`config.mk`:
```
export PLATFORM = sky130hd
export DESIGN_NAME = ex_stage
export DESIGN_NICKNAME = d
export VERILOG_FILES = /design/src/source/ex_pkg.sv /design/src/source/ex_alu.sv /design/src/source/ex_mult.sv /design/src/source/ex_wb_ctrl.sv /design/src/source/ex_stage.sv
export SDC_FILE = /design/constraint.sdc
export NUM_CORES = 2
export LEC_CHECK = 0
export BUFFER_PORTS_ARGS = -buffer_cell sky130_fd_sc_hd__buf_2
export CELL_PAD_IN_SITES_DETAIL_PLACEMENT = 0
export CELL_PAD_IN_SITES_GLOBAL_PLACEMENT = 1
export CORE_AREA = 2 2 419 421
export DETAILED_ROUTE_END_ITERATION = 10
export DIE_AREA = 0 0 421 423
export PLACE_DENSITY = 0.7
export REMOVE_ABC_BUFFERS = 1
export SETUP_SLACK_MARGIN = 0.3
export SLEW_MARGIN = 10
export SYNTH_ARGS = -nofsm -noshare
export SYNTH_HDL_FRONTEND = slang
export SYNTH_HIERARCHICAL = 1
export SYNTH_SLANG_ARGS = --single-unit
```
`constraint.sdc`:
```
create_clock -name clk -period 10 [get_ports clk]
set_input_delay 0.5 -clock clk [delete_from_list [all_inputs] [get_ports clk]]
set_output_delay 0.5 -clock clk [all_outputs]
set_load 0.01 [all_outputs]
```
`src/source/ex_pkg.sv`:
```
package ex_pkg;

  ////////////////////
  // Widths
  ////////////////////

  // Data path width
  localparam int XLEN = 32;

  // One data word
  typedef logic [XLEN-1:0] word_t;

  // Register file address, 64 entries
  typedef logic [5:0] reg_addr_t;

  ////////////////////
  // Operators
  ////////////////////

  // ALU operators, all 16 codes used
  typedef enum logic [3:0] {
    ALU_ADD  = 4'h0,
    ALU_SUB  = 4'h1,
    ALU_AND  = 4'h2,
    ALU_OR   = 4'h3,
    ALU_XOR  = 4'h4,
    ALU_SLL  = 4'h5,
    ALU_SRL  = 4'h6,
    ALU_SRA  = 4'h7,
    ALU_SLT  = 4'h8,
    ALU_SLTU = 4'h9,
    // Branch compares
    ALU_EQ   = 4'hA,
    ALU_NE   = 4'hB,
    ALU_LT   = 4'hC,
    ALU_GE   = 4'hD,
    ALU_LTU  = 4'hE,
    ALU_GEU  = 4'hF
  } alu_op_e;

  // Multiplier operators
  typedef enum logic [1:0] {
    MUL_LO  = 2'd0,
    MUL_H   = 2'd1,
    MUL_HSU = 2'd2,
    MUL_HU  = 2'd3
  } mult_op_e;

  ////////////////////
  // Request and write port bundles
  ////////////////////

  // ALU request from decode
  typedef struct packed {
    logic    en;
    alu_op_e op;
    word_t   a;
    word_t   b;
    word_t   c;
  } alu_req_t;

  // Multiplier request from decode
  typedef struct packed {
    logic     en;
    mult_op_e op;
    word_t    a;
    word_t    b;
  } mult_req_t;

  // One register file write port
  typedef struct packed {
    logic      we;
    reg_addr_t waddr;
    word_t     wdata;
  } rf_wr_t;

endpackage

```
`src/source/ex_alu.sv`:
```
`timescale 1ns/10ps

module ex_alu (
  input  ex_pkg::alu_req_t alu_req_i,
  output ex_pkg::word_t    result_o,
  output logic             cmp_result_o,
  output ex_pkg::word_t    jump_target_o,
  output logic             branch_decision_o
);
  import ex_pkg::*;

  logic          sub_en;
  logic          signed_cmp;
  logic [XLEN:0] add_a;
  logic [XLEN:0] add_b;
  logic [XLEN:0] add_result;
  logic          is_equal;
  logic          is_less;
  logic          shift_left;
  logic          shift_arith;
  logic [4:0]    shift_amt;
  word_t         shift_src;
  logic [XLEN:0] shift_ext;
  logic [XLEN:0] shift_full;
  word_t         shift_result;

  ////////////////////
  // Adder and compare
  ////////////////////

  // Everything except ADD goes through the subtractor
  assign sub_en     = (alu_req_i.op != ALU_ADD);
  assign signed_cmp = (alu_req_i.op == ALU_SLT) || (alu_req_i.op == ALU_LT) ||
                      (alu_req_i.op == ALU_GE);

  // One extra bit so the sign of a-b is never lost
  assign add_a      = {signed_cmp & alu_req_i.a[XLEN-1], alu_req_i.a};
  assign add_b      = {signed_cmp & alu_req_i.b[XLEN-1], alu_req_i.b} ^ {(XLEN+1){sub_en}};
  assign add_result = add_a + add_b + {{XLEN{1'b0}}, sub_en};

  assign is_equal = (alu_req_i.a == alu_req_i.b);
  assign is_less  = add_result[XLEN];

  always_comb begin
    unique case (alu_req_i.op)
      ALU_EQ:                             cmp_result_o = is_equal;
      ALU_NE:                             cmp_result_o = ~is_equal;
      ALU_SLT, ALU_SLTU, ALU_LT, ALU_LTU: cmp_result_o = is_less;
      ALU_GE, ALU_GEU:                    cmp_result_o = ~is_less;
      default:                            cmp_result_o = 1'b0;
    endcase
  end

  ////////////////////
  // Shifter
  ////////////////////

  assign shift_left  = (alu_req_i.op == ALU_SLL);
  assign shift_arith = (alu_req_i.op == ALU_SRA);
  assign shift_amt   = alu_req_i.b[4:0];

  // Left shift is a right shift of the bit-reversed operand
  always_comb begin
    if (shift_left) begin
      shift_src = {<<{alu_req_i.a}};
    end else begin
      shift_src = alu_req_i.a;
    end
  end

  // Fill bit is the sign only for SRA
  assign shift_ext  = {shift_arith & alu_req_i.a[XLEN-1], shift_src};
  assign shift_full = $signed(shift_ext) >>> shift_amt;

  always_comb begin
    if (shift_left) begin
      shift_result = {<<{shift_full[XLEN-1:0]}};
    end else begin
      shift_result = shift_full[XLEN-1:0];
    end
  end

  ////////////////////
  // Result mux
  ////////////////////

  always_comb begin
    unique case (alu_req_i.op)
      ALU_ADD, ALU_SUB:          result_o = add_result[XLEN-1:0];
      ALU_AND:                   result_o = alu_req_i.a & alu_req_i.b;
      ALU_OR:                    result_o = alu_req_i.a | alu_req_i.b;
      ALU_XOR:                   result_o = alu_req_i.a ^ alu_req_i.b;
      ALU_SLL, ALU_SRL, ALU_SRA: result_o = shift_result;
      // Compares return 0 or 1
      default:                   result_o = {{(XLEN-1){1'b0}}, cmp_result_o};
    endcase
  end

  // Branch outputs to fetch
  assign branch_decision_o = cmp_result_o;
  assign jump_target_o     = alu_req_i.c;

endmodule

```
`src/source/ex_mult.sv`:
```
`timescale 1ns/10ps

module ex_mult #(
  parameter int MULH_LATENCY = 2
) (
  input  logic              clk,
  input  logic              rst_n,
  input  ex_pkg::mult_req_t mult_req_i,
  input  logic              ex_ready_i,
  output ex_pkg::word_t     result_o,
  output logic              ready_o,
  output logic              multicycle_o
);
  import ex_pkg::*;

  // Counter holds up to MULH_LATENCY-2
  localparam int CNT_W = $clog2(MULH_LATENCY);

  logic                     high_op;
  logic                     start;
  logic                     sign_a;
  logic                     sign_b;
  logic signed [XLEN:0]     op_a_ext;
  logic signed [XLEN:0]     op_b_ext;
  logic signed [2*XLEN+1:0] prod_full;
  logic [2*XLEN-1:0]        prod_q;
  word_t                    prod_lo;
  logic                     busy_q;
  logic [CNT_W-1:0]         cnt_q;

  ////////////////////
  // Low product
  ////////////////////

  // Low word is the same for every signedness
  assign prod_lo = mult_req_i.a * mult_req_i.b;

  ////////////////////
  // High product
  ////////////////////

  assign high_op = mult_req_i.en && (mult_req_i.op != MUL_LO);
  assign start   = high_op && !busy_q;

  // MULH signs both, MULHSU only a, MULHU neither
  assign sign_a = (mult_req_i.op == MUL_H) || (mult_req_i.op == MUL_HSU);
  assign sign_b = (mult_req_i.op == MUL_H);

  assign op_a_ext  = {sign_a & mult_req_i.a[XLEN-1], mult_req_i.a};
  assign op_b_ext  = {sign_b & mult_req_i.b[XLEN-1], mult_req_i.b};
  assign prod_full = op_a_ext * op_b_ext;

  // Captured once at start, held while busy
  always_ff @(posedge clk) begin
    if (start) begin
      prod_q <= prod_full[2*XLEN-1:0];
    end
  end

  ////////////////////
  // Latency counter
  ////////////////////

  always_ff @(posedge clk or negedge rst_n) begin
    if (!rst_n) begin
      busy_q <= 1'b0;
      cnt_q  <= '0;
    end else if (start) begin
      busy_q <= 1'b1;
      cnt_q  <= CNT_W'(MULH_LATENCY - 2);
    end else if (busy_q) begin
      if (cnt_q != '0) begin
        cnt_q <= cnt_q - 1'b1;
      end else if (ex_ready_i) begin
        // Result consumed, back to idle
        busy_q <= 1'b0;
      end
    end
  end

  // Low while a high-part op is in flight, high once the count is done
  assign ready_o      = busy_q ? (cnt_q == '0) : !high_op;
  assign multicycle_o = busy_q;

  assign result_o = (mult_req_i.op == MUL_LO) ? prod_lo : prod_q[2*XLEN-1:XLEN];

endmodule

```
`src/source/ex_wb_ctrl.sv`:
```
`timescale 1ns/10ps

module ex_wb_ctrl (
  input  logic              clk,
  input  logic              rst_n,
  input  ex_pkg::word_t     alu_result_i,
  input  ex_pkg::word_t     mult_result_i,
  input  ex_pkg::word_t     csr_rdata_i,
  input  ex_pkg::word_t     lsu_rdata_i,
  input  logic              alu_en_i,
  input  logic              mult_en_i,
  input  logic              mult_ready_i,
  input  logic              csr_access_i,
  input  logic              lsu_en_i,
  input  logic              lsu_ready_ex_i,
  input  logic              lsu_err_i,
  input  logic              branch_in_ex_i,
  input  logic              regfile_alu_we_i,
  input  logic              regfile_we_i,
  input  logic              wb_ready_i,
  input  ex_pkg::reg_addr_t regfile_alu_waddr_i,
  input  ex_pkg::reg_addr_t regfile_waddr_i,
  output ex_pkg::rf_wr_t    fw_o,
  output ex_pkg::rf_wr_t    wb_o,
  output logic              ex_ready_o,
  output logic              ex_valid_o
);
  import ex_pkg::*;

  logic      load_we;
  logic      lsu_we_q;
  reg_addr_t lsu_waddr_q;

  ////////////////////
  // Forwarding port
  ////////////////////

  // Later assignments win, so CSR beats mult beats ALU
  always_comb begin
    fw_o.we    = regfile_alu_we_i;
    fw_o.waddr = regfile_alu_waddr_i;
    fw_o.wdata = '0;
    if (alu_en_i) begin
      fw_o.wdata = alu_result_i;
    end
    if (mult_en_i) begin
      fw_o.wdata = mult_result_i;
    end
    if (csr_access_i) begin
      fw_o.wdata = csr_rdata_i;
    end
  end

  ////////////////////
  // EX/WB register
  ////////////////////

  // Faulting loads never reach the register file
  assign load_we = regfile_we_i & ~lsu_err_i;

  always_ff @(posedge clk or negedge rst_n) begin
    if (!rst_n) begin
      lsu_we_q <= 1'b0;
    end else if (ex_valid_o) begin
      lsu_we_q <= load_we;
    end else if (wb_ready_i) begin
      // WB drained and nothing new, drop the write
      lsu_we_q <= 1'b0;
    end
  end

  always_ff @(posedge clk) begin
    if (ex_valid_o && load_we) begin
      lsu_waddr_q <= regfile_waddr_i;
    end
  end

  // Load data arrives straight from the LSU in WB
  assign wb_o.we    = lsu_we_q;
  assign wb_o.waddr = lsu_waddr_q;
  assign wb_o.wdata = lsu_rdata_i;

  ////////////////////
  // Stall logic
  ////////////////////

  // Branches resolve here and may leave without WB
  assign ex_ready_o = (mult_ready_i & lsu_ready_ex_i & wb_ready_i) | branch_in_ex_i;

  // Valid does not look at ex_ready_o
  assign ex_valid_o = (alu_en_i | mult_en_i | csr_access_i | lsu_en_i) &
                      (mult_ready_i & lsu_ready_ex_i & wb_ready_i);

endmodule

```
`src/source/ex_stage.sv`:
```
`timescale 1ns/10ps

module ex_stage #(
  parameter int MULH_LATENCY = 2
) (
  input  logic              clk,
  input  logic              rst_n,
  // Requests from decode
  input  ex_pkg::alu_req_t  alu_req_i,
  input  ex_pkg::mult_req_t mult_req_i,
  // CSR and LSU side
  input  logic              csr_access_i,
  input  ex_pkg::word_t     csr_rdata_i,
  input  logic              lsu_en_i,
  input  ex_pkg::word_t     lsu_rdata_i,
  input  logic              lsu_ready_ex_i,
  input  logic              lsu_err_i,
  // Decode strobes
  input  logic              branch_in_ex_i,
  input  ex_pkg::reg_addr_t regfile_alu_waddr_i,
  input  logic              regfile_alu_we_i,
  input  logic              regfile_we_i,
  input  ex_pkg::reg_addr_t regfile_waddr_i,
  input  logic              wb_ready_i,
  // Write ports
  output ex_pkg::rf_wr_t    fw_o,
  output ex_pkg::rf_wr_t    wb_o,
  // To fetch
  output ex_pkg::word_t     jump_target_o,
  output logic              branch_decision_o,
  // Stall control
  output logic              mult_multicycle_o,
  output logic              ex_ready_o,
  output logic              ex_valid_o
);
  import ex_pkg::*;

  word_t alu_result;
  word_t mult_result;
  logic  mult_ready;

  ////////////////////
  // ALU
  ////////////////////

  // Compare bit reaches fetch through branch_decision_o
  ex_alu u_alu (
    .alu_req_i         (alu_req_i),
    .result_o          (alu_result),
    .cmp_result_o      (),
    .jump_target_o     (jump_target_o),
    .branch_decision_o (branch_decision_o)
  );

  ////////////////////
  // Multiplier
  ////////////////////

  ex_mult #(
    .MULH_LATENCY (MULH_LATENCY)
  ) u_mult (
    .clk          (clk),
    .rst_n        (rst_n),
    .mult_req_i   (mult_req_i),
    .ex_ready_i   (ex_ready_o),
    .result_o     (mult_result),
    .ready_o      (mult_ready),
    .multicycle_o (mult_multicycle_o)
  );

  ////////////////////
  // Write ports and stalls
  ////////////////////

  ex_wb_ctrl u_wb_ctrl (
    .clk                 (clk),
    .rst_n               (rst_n),
    .alu_result_i        (alu_result),
    .mult_result_i       (mult_result),
    .csr_rdata_i         (csr_rdata_i),
    .lsu_rdata_i         (lsu_rdata_i),
    .alu_en_i            (alu_req_i.en),
    .mult_en_i           (mult_req_i.en),
    .mult_ready_i        (mult_ready),
    .csr_access_i        (csr_access_i),
    .lsu_en_i            (lsu_en_i),
    .lsu_ready_ex_i      (lsu_ready_ex_i),
    .lsu_err_i           (lsu_err_i),
    .branch_in_ex_i      (branch_in_ex_i),
    .regfile_alu_we_i    (regfile_alu_we_i),
    .regfile_we_i        (regfile_we_i),
    .wb_ready_i          (wb_ready_i),
    .regfile_alu_waddr_i (regfile_alu_waddr_i),
    .regfile_waddr_i     (regfile_waddr_i),
    .fw_o                (fw_o),
    .wb_o                (wb_o),
    .ex_ready_o          (ex_ready_o),
    .ex_valid_o          (ex_valid_o)
  );

endmodule

```
==> reports/qor.csv <==
metric,value,unit
status,finished clean,
die-area,178000,µm²
num_vias,44300,
hold_violations,0,
cp_data_arrival_time,8690,ps
final_cells,8928,
via_per_inst,4.96,
dr.max_layer_used,met5,
hp-start,regfile_waddr_i[2],
num_rows,153,
drt_wl_total,202000,µm
wl_met2,96700,µm
cts_sinks,40,
grt_antenna_before_repair,11,
worstPathRequired,9500,ps
wl_per_cell,22.6,µm
drive_gt1_share,6.41,%
cp-start-kind,input port,
cts_tree,built,
cts_root_buf,clkbuf_16,
buffer_ports.inserted,225,
clkLatencyLatePin,300,ps
r2r_cells,5,
relSlewSlack,21.4,%
grt.overflow.total,0,
fp.dieW,421,µm
die_h,423,µm
dp.cells,8915,
drv_cap,0,
cts_buffer_depth,2,
max_freq,109,MHz
synthToLayoutAreaGrowth,5.27,%
core_area,173000,µm²
grt_pass1_vias,49200,
fin_setup_tns,0,ps
hpwl,171000,µm
min_to,u_wb_ctrl/lsu_waddr_q[2],
endpoint_kind,primary output,
clk_pin_slew_worst_paths,60,ps
synth_area_per_cell,9.07,µm²
worstSetupPathType,in2out,
period_share,91.9,%
cts_setup_buffers,0,
htreeDepth,2,
r2r_setup_slack,7880,ps
finalCriticalPeriod,9190,ps
route.detailed.drc,0,
syn_area,60300,µm²
hold_path_depth,1,
skew,3.48,ps
yosysWarnings,6,
r2r-end,u_wb_ctrl/lsu_waddr_q[3],
place_congestion,0.994,
synthCells,6652,
worst_slew_pin_slew,1170,ps
grt_max_degree,67,
wl_met3,12200,µm
nFillCells,17700,
track_usage,23.0,%
io_pins,368,
setup_viol,0,
reg2reg_from,u_mult/multicycle_o,
finalNetCount,8813,
m1WireLength,87100,µm
critPathMaxFanout,33,
cts_made_buffers,5,
holdCritPathClass,in2reg,
grt_pass1_wl,310000,µm
start_util,34.8,%
drt_iter0_markers,2833,
first_pass_iters,7,
drt.antenna.violating_nets,0,
rsz0062_at_grt,no,
slew_violations,0,
## cell type report
type | count | area [µm²] | area share [%]
diodes | 4 | 10.0 | 0.0158
multi-input cells | 4332 | 50300 | 79.2
flip-flops and latches | 40 | 1190 | 1.88
inverters | 1911 | 7170 | 11.3
clock buffers | 5 | 125 | 0.197
repair buffers | 308 | 1760 | 2.77
well taps | 2325 | 2910 | 4.58
clock inverters | 3 | 47.5 | 0.0749
## sequential cells by signal, summed over array words and instances, names as in the netlist
signal                 flops
u_mult/multicycle_o        1
u_wb_ctrl/lsu_waddr_q      6
u_wb_ctrl/lsu_we_q         1
u_mult/prod_q             32
## per-stage QoR
stage               hold WS (ps)  util (%)  area, µm²  setup slack [ps]
floorplan                    204         -      58600              1720
global placement             286      36.5      63300               698
detailed placement           289      36.5      63300               727
CTS                          360      36.6      63500               679
global route                 370      36.7      63500               331
finish                       375      36.7      63500               813
## critical path, cell delays in order
cell and delay [ps]:
buf_2 560, and2_1 290, fa_1 450, fa_1 510, inv_1 50, fa_1 520
inv_1 60, fa_1 540, inv_1 60, fa_1 520, inv_1 70, fa_1 510
fa_1 490, inv_1 50, fa_1 470, inv_1 50, ha_1 370, o2111ai_1 180
nor4_1 260, nor2_1 130, o311ai_0 530, a21oi_1 160, xnor2_1 520, mux2_2 270
nand2_1 120, a31oi_1 250, buf_2 160
## per-layer routing
metal  track usage, %  up-vias
met5            0.484        -
met1             31.3    23300
met2             38.6     1433
met4             5.78        6
li1                 -    19400
met3             3.06      268
## how the worst max path moves through the flow
stage | startpoint | endpoint | slack, ps | depth (start not counted)
after global routing | mult_req_i[4] | fw_o[28] | 330 | 27
final | mult_req_i[4] | fw_o[28] | 810 | 27
after detailed placement | mult_req_i[8] | fw_o[28] | 730 | 26
after global placement | mult_req_i[8] | fw_o[28] | 700 | 26
after floorplan | mult_req_i[65] | u_mult/prod_q[61] | 1720 | 28
after CTS | mult_req_i[8] | fw_o[28] | 680 | 26
## repair_timing
action,in CTS,in global routing
hold buffers,1,0
hold endpoints to repair,2,0
endpoints found under the setup margin,0,1
gates resized for setup,0,3
## placed cells by master, fill, tap and decap left out, drive strengths merged, types with 29 or more instances in the layout
cell    instances
inv          1911
edfxtp         38
xor2           34
buf           304
a21o           39
xnor2         157
and2          360
a31oi          44
ha            428
o21ai          93
nand3b         35
mux2i          44
fa           1533
a21oi         122
nor2          113
o211ai         31
mux4           37
mux2           29
nor2b          46
nand3          34
nand2         828
Power is not shown: default switching activity piles up to over one toggle a cycle in this logic, so the estimate is an artifact.
